File: config.mk
export PLATFORM = sky130hd
export DESIGN_NAME = id_stage
export DESIGN_NICKNAME = d
export VERILOG_FILES = /design/src/logic/riscv_isa_pkg.sv /design/src/logic/core_pipe_pkg.sv /design/src/logic/id_stage.sv
export VERILOG_INCLUDE_DIRS = /design/src /design/src/logic
export SDC_FILE = /design/constraint.sdc
export NUM_CORES = 1
export LEC_CHECK = 0
export ABC_CLOCK_PERIOD_IN_PS = 62300
export BUFFER_PORTS_ARGS = -buffer_cell sky130_fd_sc_hd__buf_4
export CAP_MARGIN = 15
export CORE_AREA = 2 2 212 214
export CTS_BUF_LIST = sky130_fd_sc_hd__clkbuf_4 sky130_fd_sc_hd__clkbuf_8
export DETAILED_ROUTE_END_ITERATION = 8
export DIE_AREA = 0 0 214 216
export SLEW_MARGIN = 40
export SYNTH_ARGS = -nofsm -noshare
export SYNTH_HDL_FRONTEND = slang
export SYNTH_SLANG_ARGS = --single-unit
File: constraint.sdc
create_clock -name clk -period 62.3 [get_ports clk]
set_input_delay 3.115 -clock clk [delete_from_list [all_inputs] [get_ports clk]]
set_output_delay 3.115 -clock clk [all_outputs]
set_load 0.02 [all_outputs]
File: src/logic/core_config.svh
// core-wide sizes; RESET_PC must match the base address of the fetch memory image
`ifndef CORE_CONFIG_SVH
`define CORE_CONFIG_SVH

// register and datapath width
`define XLEN 64

// first fetch address after reset
`define RESET_PC 64'h0

// architectural integer registers, x0 included
`define NREGS 32

`endif

File: src/logic/riscv_isa_pkg.sv
// rv64i subset only; branch funct3 names cover BEQ and BNE, nothing else
package riscv_isa_pkg;

  // supported major opcodes
  typedef enum logic [6:0] {
    OPC_OP     = 7'b0110011,
    OPC_OP_IMM = 7'b0010011,
    OPC_LUI    = 7'b0110111,
    OPC_AUIPC  = 7'b0010111,
    OPC_JAL    = 7'b1101111,
    OPC_BRANCH = 7'b1100011
  } opcode_e;

  // OP and OP-IMM
  localparam logic [2:0] F3_ADD_SUB = 3'b000;
  localparam logic [2:0] F3_SLL     = 3'b001;
  localparam logic [2:0] F3_SLT     = 3'b010;
  localparam logic [2:0] F3_SLTU    = 3'b011;
  localparam logic [2:0] F3_XOR     = 3'b100;
  localparam logic [2:0] F3_SRL_SRA = 3'b101;
  localparam logic [2:0] F3_OR      = 3'b110;
  localparam logic [2:0] F3_AND     = 3'b111;

  // BRANCH
  localparam logic [2:0] F3_BEQ = 3'b000;
  localparam logic [2:0] F3_BNE = 3'b001;

  typedef struct packed {
    logic [6:0] funct7;
    logic [4:0] rs2;
    logic [4:0] rs1;
    logic [2:0] funct3;
    logic [4:0] rd;
    logic [6:0] opcode;
  } inst_r_t;

  typedef struct packed {
    logic [11:0] imm;
    logic [4:0]  rs1;
    logic [2:0]  funct3;
    logic [4:0]  rd;
    logic [6:0]  opcode;
  } inst_i_t;

  // one instruction word, register view and I-immediate view
  typedef union packed {
    inst_r_t r;
    inst_i_t i;
  } inst_u;

endpackage

File: src/logic/core_pipe_pkg.sv
// internal pipeline encodings; values are not architectural and may be reordered
package core_pipe_pkg;

  typedef enum logic [3:0] {
    ALU_ADD,
    ALU_SUB,
    ALU_SLL,
    ALU_SLT,
    ALU_SLTU,
    ALU_XOR,
    ALU_SRL,
    ALU_SRA,
    ALU_OR,
    ALU_AND
  } alu_op_e;

  // source of the value written to rd
  typedef enum logic [1:0] {
    RES_ALU,
    RES_PC4,
    RES_IMM
  } res_sel_e;

endpackage

File: src/logic/id_stage.sv
// decode happens at accept; stalls on busy rs1, rs2 and also rd, so a busy bit has one owner
`timescale 1ns/1ps
`include "core_config.svh"

module id_stage
  import riscv_isa_pkg::*;
  import core_pipe_pkg::*;
(
  input  logic             clk,
  input  logic             i_rst_n,
  input  logic             i_fetched_req,
  input  logic [`XLEN-1:0] i_if_pc,
  input  logic [31:0]      i_if_inst,
  input  logic             i_decoded_ack,
  input  logic [`XLEN-1:0] i_rs1_data,
  input  logic [`XLEN-1:0] i_rs2_data,
  input  logic [4:0]       i_wb_rd,
  input  logic             i_wb_rd_wen,
  output logic             o_fetched_ack,
  output logic [4:0]       o_rs1,
  output logic [4:0]       o_rs2,
  output logic             o_decoded_req,
  output logic [`XLEN-1:0] o_id_pc,
  output logic [31:0]      o_id_inst,
  output logic [`XLEN-1:0] o_id_op1,
  output logic [`XLEN-1:0] o_id_op2,
  output logic [`XLEN-1:0] o_id_imm,
  output alu_op_e          o_id_alu_op,
  output res_sel_e         o_id_res_sel,
  output logic             o_id_is_branch,
  output logic             o_id_branch_ne,
  output logic             o_id_is_jal,
  output logic [4:0]       o_id_rd,
  output logic             o_id_rd_wen
);

  inst_u             inst;
  logic [`XLEN-1:0]  imm;
  logic [`XLEN-1:0]  op1;
  logic [`XLEN-1:0]  op2;
  alu_op_e           alu_op;
  res_sel_e          res_sel;
  logic              use_rs1;
  logic              use_rs2;
  logic              rd_wen;
  logic              is_branch;
  logic              is_jal;
  logic              hazard;
  logic              issue;
  logic [`NREGS-1:0] busy;
  logic [`NREGS-1:0] busy_eff;
  logic [`NREGS-1:0] clr_mask;
  logic [`NREGS-1:0] set_mask;

  assign inst  = i_if_inst;
  assign o_rs1 = inst.i.rs1;
  assign o_rs2 = inst.r.rs2;

  always_comb begin
    imm       = {{(`XLEN-12){inst.i.imm[11]}}, inst.i.imm};
    op1       = i_rs1_data;
    op2       = i_rs2_data;
    alu_op    = ALU_ADD;
    res_sel   = RES_ALU;
    use_rs1   = 1'b0;
    use_rs2   = 1'b0;
    rd_wen    = 1'b0;
    is_branch = 1'b0;
    is_jal    = 1'b0;
    case (inst.r.opcode)
      OPC_OP, OPC_OP_IMM: begin
        use_rs1 = 1'b1;
        use_rs2 = (inst.r.opcode == OPC_OP);
        rd_wen  = 1'b1;
        if (!use_rs2) begin
          op2 = imm;
        end
        case (inst.r.funct3)
          F3_ADD_SUB: alu_op = (use_rs2 && inst.r.funct7[5]) ? ALU_SUB : ALU_ADD;
          F3_SLL:     alu_op = ALU_SLL;
          F3_SLT:     alu_op = ALU_SLT;
          F3_SLTU:    alu_op = ALU_SLTU;
          F3_XOR:     alu_op = ALU_XOR;
          F3_SRL_SRA: alu_op = inst.r.funct7[5] ? ALU_SRA : ALU_SRL;
          F3_OR:      alu_op = ALU_OR;
          F3_AND:     alu_op = ALU_AND;
          default:    alu_op = ALU_ADD;
        endcase
      end
      OPC_LUI, OPC_AUIPC: begin
        imm     = {{(`XLEN-32){inst.r.funct7[6]}}, inst.r.funct7, inst.r.rs2, inst.r.rs1,
                   inst.r.funct3, 12'b0};
        rd_wen  = 1'b1;
        op1     = i_if_pc;
        op2     = imm;
        res_sel = (inst.r.opcode == OPC_LUI) ? RES_IMM : RES_ALU;
      end
      OPC_JAL: begin
        imm     = {{(`XLEN-21){inst.r.funct7[6]}}, inst.r.funct7[6], inst.r.rs1, inst.r.funct3,
                   inst.r.rs2[0], inst.r.funct7[5:0], inst.r.rs2[4:1], 1'b0};
        rd_wen  = 1'b1;
        res_sel = RES_PC4;
        is_jal  = 1'b1;
      end
      OPC_BRANCH: begin
        imm       = {{(`XLEN-13){inst.r.funct7[6]}}, inst.r.funct7[6], inst.r.rd[0],
                     inst.r.funct7[5:0], inst.r.rd[4:1], 1'b0};
        is_branch = 1'b1;
        // other compares never take, fetch resumes at pc+4
        if (inst.r.funct3 == F3_BEQ || inst.r.funct3 == F3_BNE) begin
          use_rs1 = 1'b1;
          use_rs2 = 1'b1;
        end else begin
          op1 = '0;
          op2 = `XLEN'd1;
        end
      end
      default: ;
    endcase
  end

  // a write in flight this cycle frees its register now, regfile bypasses the data
  assign clr_mask = i_wb_rd_wen ? (`NREGS'(1) << i_wb_rd) : '0;
  assign busy_eff = busy & ~clr_mask;
  assign hazard   = (use_rs1 && busy_eff[inst.i.rs1]) || (use_rs2 && busy_eff[inst.r.rs2]) ||
                    (rd_wen && busy_eff[inst.r.rd]);

  assign o_fetched_ack = (!o_decoded_req || i_decoded_ack) && !hazard;
  assign issue         = i_fetched_req && o_fetched_ack;
  assign set_mask      = (issue && rd_wen && inst.r.rd != 5'd0) ? (`NREGS'(1) << inst.r.rd) : '0;

  always_ff @(posedge clk or negedge i_rst_n) begin
    if (!i_rst_n) begin
      busy          <= '0;
      o_decoded_req <= 1'b0;
    end else begin
      busy <= busy_eff | set_mask;
      if (issue) begin
        o_decoded_req <= 1'b1;
      end else if (i_decoded_ack) begin
        o_decoded_req <= 1'b0;
      end
    end
  end

  always_ff @(posedge clk) begin
    if (issue) begin
      o_id_pc        <= i_if_pc;
      o_id_inst      <= i_if_inst;
      o_id_op1       <= op1;
      o_id_op2       <= op2;
      o_id_imm       <= imm;
      o_id_alu_op    <= alu_op;
      o_id_res_sel   <= res_sel;
      o_id_is_branch <= is_branch;
      o_id_branch_ne <= (inst.r.funct3 == F3_BNE);
      o_id_is_jal    <= is_jal;
      o_id_rd        <= inst.r.rd;
      o_id_rd_wen    <= rd_wen;
    end
  end

  // wb frees only a register that decode marked busy
  a_clear_only_busy: assert property (
    @(posedge clk) disable iff (!i_rst_n)
    i_wb_rd_wen |-> busy[i_wb_rd]
  );

endmodule

==> results of run 1 <==
-- flip-flops by register name, summed over array words and instances (netlist names) --
register        cells
o_id_branch_ne      1
o_id_op2           64
o_id_is_branch      1
busy               32
o_id_res_sel        2
o_id_is_jal         1
o_decoded_req       1
o_id_rd_wen         1
o_id_alu_op         4
o_id_pc            64
o_id_imm           31
o_id_op1           64
o_id_inst          32
-- power by group --
part | switching, mW | internal (mW) | total (mW)
logic | 0.0479 | 0.0324 | 0.0803
clock network | 0.0821 | 0.0937 | 0.176
registers | 0.00369 | 0.233 | 0.237
total | 0.134 | 0.359 | 0.493
-- per-stage QoR --
stage / util, % / worst slack [ns] / power, mW / cell area [um2] / hold WS (ns)
5_1_grt: 42.1 / 52.68 / 0.512 / 18500 / 0.553
3_3_place_gp: 39.6 / 52.80 / 0.320 / 17300 / 0.536
6_report: 42.1 / 52.82 / 0.493 / 18500 / 0.550
4_1_cts: 42.1 / 52.65 / 0.500 / 18400 / 0.535
2_1_floorplan: - / 37.85 / 0.286 / 13000 / 0.466
3_5_place_dp: 39.8 / 52.64 / 0.322 / 17400 / 0.517
-- metal layers --
metal	up-vias	global-route usage (%)	part of all wire, %
met5	-	0	0.053
met3	75	8.17	9.6
li1	4636	-	-
met1	5271	24.9	37
met2	502	37.7	51
met4	6	6.60	2.5
-- how the worst max path moves through the flow --
stage	to	slack, ns	cells past startpoint
2_1_floorplan	o_id_alu_op[0]	37.85	9
3_3_place_gp	o_fetched_ack	52.80	10
3_5_place_dp	o_fetched_ack	52.64	10
4_1_cts	o_fetched_ack	52.65	10
5_1_grt	o_fetched_ack	52.68	10
6_report	o_fetched_ack	52.82	10
-- area by class of cell --
cell class	count	area share, %
Sequential cell	298	47.6
Timing Repair Buffer	562	23.2
Multi-Input combinational cell	507	19.5
Clock buffer	72	4.69
Tap cell	592	4.01
Clock inverter	22	0.671
Inverter	13	0.264
Antenna cell	2	0.0271
-- synth_stat cells (5+ instances only) --
master / n
nand3_1: 26
mux4_2: 9
o31ai_1: 22
or3_1: 5
clkbuf_1: 59
buf_1: 5
mux2_2: 6
and3_1: 5
a21o_1: 8
nand3b_1: 5
o22ai_1: 5
o211ai_1: 13
o21ai_0: 23
buf_2: 8
a22o_1: 78
nand4_1: 17
nor2b_1: 13
and2_1: 7
buf_4: 49
a21oi_1: 6
inv_1: 13
edfxtp_1: 265
o21ai_1: 14
dfrtp_1: 33
nand2b_1: 9
o31ai_2: 9
nor2_1: 24
a221o_1: 21
nand2_1: 105
mux2i_1: 5
o2111ai_1: 9
-- worst max-delay path, cell delays in order --
cell and delay [ns]:
buf_4 0.16, nand4bb_1 0.45, o21ai_0 0.50, o22ai_1 0.12, or4_1 0.58, o311ai_4 0.57
nand4_1 0.16, buf_4 0.24, nor3_1 0.25, buf_4 0.18
-- cells by family (layout without fill, tap and decap cells) --
group,after synthesis,in the layout,synth area share [%]
DFF,298,298,67.5
and+or+nand+nor,248,248,9.75
AOI/OAI and AO/OA,237,237,14.7
buffers and inverters,135,669,5.44
muxes,20,20,2.46
xor gates and xnor gates,2,2,0.135
other,0,2,0
==> flow_summary.json, run 1 <==
{
  "grt_first_pass_wirelength_um": 73200,
  "netlist_area_um2": 13000,
  "synth_ff_type": "edfxtp_1",
  "gr-usage-all-layers_pct": 21.7,
  "viasPerCell": 5.07,
  "dr.pass1.iters": 8,
  "portBuffers": 548,
  "synth_area_leaders": "edfxtp_1 (61%), dfrtp_1 (6.3%), a22o_1 (5.2%)",
  "n_fill_cell": 4102,
  "seq_area_um2": 8780,
  "rr_startpoint": "busy[10]",
  "yosysTopAreaCell": "edfxtp_1",
  "dp_hpwl_um": 38300,
  "syn-num-nets": 1174,
  "hold_viol": 0,
  "cts_buffers": 52,
  "grt_pass1_vias": 10256,
  "synth_enable_flop_cells": 265,
  "io_pins": 549,
  "synthArstFlopShare_pct": 11.1,
  "layout_commonest_cell": "buf_4",
  "cts_buffer_depth": 3,
  "ant_nets": 0,
  "maxSlewHeadroom_pct": 43.8,
  "yosysWarnings": 0,
  "routabilityCongestion": 0.912,
  "dp.cells": 1972,
  "min_from": "busy[24]",
  "path_max_fanout": 22,
  "final_nets": 1668,
  "cts-root-buf": "clkbuf_8",
  "end_kind": "output pin",
  "tns_ns": 0,
  "die_y_um": 216,
  "dieArea_um2": 46200,
  "leakagePower_nw": 7.82,
  "vdd_drop_max_uv": 15.1,
  "setup_viol": 0,
  "fin_cells": 2068,
  "hold_buffers": 0,
  "maxSlewViolCount": 0,
  "grt_max_degree": 83,
  "start_kind": "input port",
  "cp-startpoint": "i_wb_rd[2]",
  "post_cts_buffers": 0,
  "synth_seq_area_share_pct": 67.5,
  "syn2layout_area_growth_pct": 41.8,
  "path_clk_slew_ns": 0.05,
  "multi_input_area_um2": 3600,
  "yosys.cell_types.count": 69,
  "fin_skew_ns": 0.0394,
  "drv_cap": 0,
  "drt_iter0_drc": 797,
  "antenna_found_initial": 6,
  "num_vias": 10490,
  "reg2reg_slack_ns": 57.69,
  "status": "completed",
  "synthCells": 940,
  "core-area_um2": 43800,
  "reg2reg_to": "o_id_op2[42]",
  "worstMarginPinSlew_ns": 0.843,
  "cts_resized": 0,
  "drive_above_1_share_pct": 46.7,
  "rows": 77,
  "power_density_nw_per_um2": 26.7,
  "cp.required_ns": 59.19,
  "drt_wl_total_um": 52800,
  "drc": 0,
  "crit_type": "input port to output pin",
  "min_path_cells": 2,
  "critPathArrivalTime_ns": 6.36,
  "fin_crit_ns": 9.48,
  "whs_endpoint": "busy[24]",
  "routedWlPerCell_um": 25.5,
  "yosysTopAreaCellShare_pct": 61.1,
  "worstRegToRegCells": 11,
  "fmax_mhz": 106,
  "die_w_um": 214,
  "rsz0062_at_grt": "false",
  "ys_ff_latch": 298,
  "cts_tree": "built",
  "grt_overflow_total": 0,
  "layout.cells.most_common_list": "buf_4 (557), edfxtp_1 (265), nand2_1 (105)",
  "cts_htree_levels": 2,
  "start_util_pct": 29.7,
  "min_path_type": "flip-flop to flip-flop",
  "avgSynthCellArea_um2": 13.8,
  "cts.sinks": 298,
  "post-route-period-util_pct": 15.2,
  "insertion_delay_ns": 0.63
}
Note: power is estimated with default switching activity, not from simulation.
==> run 2: changes to the inputs <==
--- a/config.mk
+++ b/config.mk
@@ -6,13 +6,13 @@
 export SDC_FILE = /design/constraint.sdc
 export NUM_CORES = 1
 export LEC_CHECK = 0
-export ABC_CLOCK_PERIOD_IN_PS = 62300
+export ABC_CLOCK_PERIOD_IN_PS = 7800
 export BUFFER_PORTS_ARGS = -buffer_cell sky130_fd_sc_hd__buf_4
 export CAP_MARGIN = 15
-export CORE_AREA = 2 2 212 214
+export CORE_AREA = 2 2 213 215
 export CTS_BUF_LIST = sky130_fd_sc_hd__clkbuf_4 sky130_fd_sc_hd__clkbuf_8
 export DETAILED_ROUTE_END_ITERATION = 8
-export DIE_AREA = 0 0 214 216
+export DIE_AREA = 0 0 215 217
 export SLEW_MARGIN = 40
 export SYNTH_ARGS = -nofsm -noshare
 export SYNTH_HDL_FRONTEND = slang
==> constraint.sdc (replaced) <==
create_clock -name clk -period 7.8 [get_ports clk]
set_input_delay 0.39 -clock clk [delete_from_list [all_inputs] [get_ports clk]]
set_output_delay 0.39 -clock clk [all_outputs]
set_load 0.02 [all_outputs]
==> run 2 against run 1 <==
  * Register-to-register slack worse by 54 ns
  * Sequential power grew to 8.0 times the previous value
  * Cell area is 9.5% higher
==> flow_summary.json, run 2 (synthesis gave the netlist of run 1 again) <==
{
  "p_total_mw": 4.22,
  "die_y_um": 217,
  "worstMarginPinSlew_ns": 0.861,
  "layout_commonest_cell": "buf_4",
  "drt_wl_total_um": 54900,
  "ant_nets": 0,
  "n_fill_cell": 4056,
  "final_util_pct": 45.2,
  "dp_hpwl_um": 37900,
  "path_buf_inv": 4,
  "layout.cells.most_common_list": "buf_4 (559), edfxtp_1 (265), dlygate4sd3_1 (159)",
  "drv_cap": 0,
  "syn2layout_area_growth_pct": 55.2,
  "portBuffers": 548,
  "cts_htree_levels": 2,
  "seq_area_um2": 8780,
  "p_int_mw": 3.09,
  "final_nets": 1829,
  "critPathArrivalTime_ns": 4.27,
  "path_clk_slew_ns": 0.06,
  "cts_tree": "built",
  "fin_skew_ns": 0.0306,
  "core-area_um2": 44700,
  "cts_buffer_depth": 3,
  "rows": 78,
  "maxSlewViolCount": 0,
  "end_kind": "output pin",
  "fin_crit_ns": 4.66,
  "fin_cells": 2243,
  "slowest_delay_ns": 0.78,
  "multi_input_area_um2": 3590,
  "dp.cells": 1979,
  "cp_common_cell": "buf_4",
  "grt_pass1_vias": 11266,
  "p_switching_mw": 1.14,
  "start_util_pct": 29.1,
  "power_density_nw_per_um2": 209,
  "status": "completed",
  "seqPwrFrac_pct": 44.8,
  "cp.required_ns": 7.41,
  "drt_iter0_drc": 1072,
  "dr.pass1.iters": 7,
  "fmax_mhz": 214,
  "cts_resized": 0,
  "cts.sinks": 298,
  "gr-usage-all-layers_pct": 22.5,
  "viasPerCell": 5.01,
  "cts_buffers": 53,
  "vdd_drop_max_uv": 132,
  "p_clk_share_pct": 38.3,
  "fin_hold_ws_ns": 0.0643,
  "num_vias": 11248,
  "insertion_delay_ns": 0.63,
  "p_sw_share_pct": 26.9,
  "grt_max_degree": 160,
  "comb_power_share_pct": 16.9,
  "leakagePower_nw": 8.55,
  "post-route-period-util_pct": 59.8,
  "path_cells": "dlygate4sd3_1, buf_4, or4b_2, a2111oi_1, nand2_1, a2111o_1, o221a_2, nand4_1, buf_4, nor3_1, buf_4",
  "grt_first_pass_wirelength_um": 77500,
  "io_pins": 549,
  "antenna_found_initial": 9,
  "critPathSlowestCell": "a2111oi_1",
  "dieArea_um2": 46700,
  "drc": 0,
  "path_max_fanout": 12,
  "setup_viol": 0,
  "start_kind": "input port",
  "grt_overflow_total": 0,
  "cp_top_family": "simple AND/OR/NAND/NOR gates",
  "routabilityCongestion": 0.931,
  "hold_viol": 0,
  "die_w_um": 215,
  "min_path_type": "input port to flip-flop",
  "cts-root-buf": "clkbuf_8",
  "drive_above_1_share_pct": 42.1,
  "rsz0062_at_grt": "false",
  "maxSlewHeadroom_pct": 42.6,
  "largestRegisters": "o_id_op1 x64, o_id_op2 x64, o_id_pc x64",
  "routedWlPerCell_um": 24.5,
  "crit_type": "input port to output pin"
}
run 2: cell type report:
class | instances | area share (%)
timing repair buffer | 722 | 29.0
multi-input combinational | 507 | 17.8
antenna | 5 | 0.0619
sequential | 298 | 43.5
inverter | 13 | 0.242
clock inverter | 33 | 1.55
clock buffer | 65 | 4.18
tap | 600 | 3.72
run 2: worst paths after layout:
kind / startpoint / to / slack [ns] / depth (start not counted)
worst max-delay path: i_if_inst[4] / o_fetched_ack / 3.14 / 11
worst min-delay path: i_rs2_data[32] / o_id_op2[32] / 0.06 / 3
worst max register to register: busy[11] / o_id_pc[32] / 3.65 / 10
worst min register to register: busy[16] / busy[16] / 0.54 / 2
max in group asynchronous: i_rst_n / o_decoded_req / 7.17 / 2
min in group asynchronous: i_rst_n / busy[17] / 0.26 / 2
run 2: tightest hold or removal path, cell delays in order:
cell     delay [ns]
buf_4          0.08
nand2_1        0.05
nand2_1        0.06
run 2: timing repair:
action | in CTS | in global routing
setup buffers | 0 | 0
hold buffers | 159 | 0
endpoints found under the hold margin | 191 | 0
run 2: stage by stage:
stage	worst slack [ns]	instance area, um2	TNS, ns
2_1_floorplan	-1.48	13000	-392.88
3_3_place_gp	2.68	17400	0
3_5_place_dp	2.59	17400	0
4_1_cts	3.06	20100	0
5_1_grt	2.94	20200	0
6_report	3.14	20200	0
run 2: per-layer routing:
metal  track usage [%]  vias up  share of wire (%)
met4              11.2        6                4.8
li1                  -     4956                  -
met3              6.35      141                7.4
met2              37.9      546                 49
met1              26.6     5599                 38
met5                 0        -              0.069
run 2: power groups by stage:
stage	clock [mW]	combinational (mW)	sequential [mW]
6_report	1.62	0.713	1.89
4_1_cts	1.67	0.709	1.90
2_1_floorplan	0	0.179	2.06
3_3_place_gp	0	0.633	1.93
3_5_place_dp	0	0.638	1.93
5_1_grt	1.73	0.744	1.90
==> run 3: changes to the inputs <==
--- a/config.mk
+++ b/config.mk
@@ -6,13 +6,13 @@
 export SDC_FILE = /design/constraint.sdc
 export NUM_CORES = 1
 export LEC_CHECK = 0
-export ABC_CLOCK_PERIOD_IN_PS = 7800
+export ABC_CLOCK_PERIOD_IN_PS = 4490
 export BUFFER_PORTS_ARGS = -buffer_cell sky130_fd_sc_hd__buf_4
 export CAP_MARGIN = 15
-export CORE_AREA = 2 2 213 215
+export CORE_AREA = 2 2 214 216
 export CTS_BUF_LIST = sky130_fd_sc_hd__clkbuf_4 sky130_fd_sc_hd__clkbuf_8
 export DETAILED_ROUTE_END_ITERATION = 8
-export DIE_AREA = 0 0 215 217
+export DIE_AREA = 0 0 216 218
 export SLEW_MARGIN = 40
 export SYNTH_ARGS = -nofsm -noshare
 export SYNTH_HDL_FRONTEND = slang
==> constraint.sdc (replaced) <==
create_clock -name clk -period 4.49 [get_ports clk]
set_input_delay 0.2245 -clock clk [delete_from_list [all_inputs] [get_ports clk]]
set_output_delay 0.2245 -clock clk [all_outputs]
set_load 0.02 [all_outputs]
==> run 3 against run 2 <==
  * Worst hold slack better by 0.0077 ns
  * Sequential share of layout area decreased by 1.4 points
  * Core utilization is 1.3 points higher
  * Critical endpoint is now o_id_imm[17]
  * Largest power group unchanged
==> flow_summary.json, run 3 (synthesis gave the netlist of run 1 again) <==
{
  "layout.cells.most_common_list": "buf_4 (574), edfxtp_1 (265), dlygate4sd3_1 (226)",
  "die_y_um": 218,
  "fin_hold_ws_ns": 0.0721,
  "cts_buffer_depth": 3,
  "ant_nets": 0,
  "start_kind": "input port",
  "p_sw_share_pct": 27.6,
  "comb_power_share_pct": 18.6,
  "preCtsSetupSlack_ns": 0.377,
  "grt_overflow_total": 0,
  "post-route-period-util_pct": 83.9,
  "gr-usage-all-layers_pct": 23.2,
  "fin_crit_ns": 3.77,
  "status": "completed",
  "drt_wl_total_um": 57200,
  "end_kind": "flip-flop",
  "io_pins": 549,
  "cts_tree": "built",
  "core-area_um2": 44900,
  "drt_iter0_drc": 1020,
  "fmax_mhz": 265,
  "leakagePower_nw": 8.87,
  "drive_above_1_share_pct": 41.1,
  "seqPwrFrac_pct": 46.4,
  "cts_htree_levels": 2,
  "start_util_pct": 29.0,
  "insertion_delay_ns": 0.64,
  "dp_hpwl_um": 40300,
  "path_max_fanout": 28,
  "largestRegisters": "o_id_op1 x64, o_id_op2 x64, o_id_pc x64",
  "portBuffers": 548,
  "rows": 78,
  "cts_buffers": 50,
  "cts_resized": 0,
  "grt_pass1_vias": 11747,
  "dr.pass1.iters": 5,
  "power_density_nw_per_um2": 339,
  "syn2layout_area_growth_pct": 60.5,
  "p_int_mw": 5.13,
  "final_nets": 1911,
  "setup_viol": 0,
  "viasPerCell": 5.01,
  "hold_viol": 0,
  "path_clk_slew_ns": 0.06,
  "fin_ws_ns": 0.721,
  "dieArea_um2": 47100,
  "crit_type": "input port to flip-flop",
  "drv_cap": 0,
  "maxSlewViolCount": 0,
  "routabilityCongestion": 0.934,
  "cts.sinks": 298,
  "routedWlPerCell_um": 24.6,
  "grt_max_degree": 58,
  "vdd_drop_max_uv": 241,
  "antenna_found_initial": 4,
  "fin_skew_ns": 0.0372,
  "drc": 0,
  "fin_cells": 2322,
  "cts-root-buf": "clkbuf_8",
  "die_w_um": 216,
  "rsz0062_at_grt": "false",
  "p_switching_mw": 1.95,
  "num_vias": 11634,
  "layout_commonest_cell": "buf_4",
  "maxSlewHeadroom_pct": 37.8,
  "critPathArrivalTime_ns": 4.11,
  "worstMarginPinSlew_ns": 0.930,
  "cp.required_ns": 4.83,
  "n_fill_cell": 3951,
  "dp.cells": 1998,
  "p_clk_share_pct": 35.0,
  "placed_area_um2": 17600,
  "grt_first_pass_wirelength_um": 80300,
  "fin_area_um2": 20900,
  "min_path_type": "input port to flip-flop"
}
==> run 3: cell types whose count changed in the layout (fill, tap and decap cells not counted), moves of 4 or more <==
cell	delta
buf_4	+15
clkinv_2	-4
clkinv_1	-4
buf_12	+4
clkbuf_4	+10
clkbuf_8	-4
dlygate4sd3_1	+67
bufinv_16	-5
==> run 3: worst max-delay path: stages <==
cell and delay, ns:
dlygate4sd3_1 0.58, buf_4 0.16, or4b_2 0.70, a2111oi_1 0.69, nor4b_1 0.45, or4_4 0.39, or3b_4 0.34, nor3_4 0.08
buf_12 0.19, buf_4 0.26
==> run 3: repair_timing <==
item / in CTS / in global routing
setup buffers: 0 / 0
setup endpoints to repair: 0 / 0
hold buffers: 226 / 0
endpoints found under the hold margin: 280 / 0
==> run 3: worst paths after layout <==
kind / from / end / slack (ns) / depth (start not counted)
worst max-delay path: i_if_inst[4] / o_id_imm[17] / 0.72 / 10
worst min-delay path: i_wb_rd[2] / busy[30] / 0.07 / 4
worst max register to register: busy[31] / o_id_op1[52] / 1.02 / 8
worst min register to register: busy[24] / busy[24] / 0.52 / 2
max in group asynchronous: i_rst_n / busy[16] / 4.06 / 2
min in group asynchronous: i_rst_n / busy[29] / 0.09 / 2
==> run 3: layer usage <==
metal	wire length, um	vias to the layer above	track usage, %
met1	21800	5801	27.2
met5	13	-	0
li1	-	5121	-
met4	2560	2	9.89
met2	29000	587	41.1
met3	3880	123	4.80
==> run 3: final cells by class <==
| type | count | area [um2] | area share (%) |
|---|---|---|---|
| diodes | 4 | 10.0 | 0.0479 |
| clock buffers | 71 | 865 | 4.14 |
| flip-flops and latches | 298 | 8780 | 42.0 |
| repair buffers | 807 | 6700 | 32.1 |
| inverters | 13 | 48.8 | 0.234 |
| well taps | 600 | 751 | 3.59 |
| multi-input cells | 507 | 3590 | 17.2 |
| clock inverters | 22 | 146 | 0.701 |
==> run 3: power groups by stage <==
stage          combinational (mW)  sequential [mW]  clock [mW]
4_1_cts                      1.31             3.29        2.55
6_report                     1.32             3.29        2.48
3_5_place_dp                 1.14             3.35           0
5_1_grt                      1.37             3.30        2.66
3_3_place_gp                 1.13             3.35           0
2_1_floorplan               0.312             3.58           0
==> run 3: through the flow <==
step,setup TNS [ns],util (%),power (mW)
4_1_cts,0,46.5,7.15
3_5_place_dp,0,39.2,4.49
6_report,0,46.5,7.09
2_1_floorplan,-1226.17,-,3.89
3_3_place_gp,0,39.1,4.48
5_1_grt,0,46.5,7.34
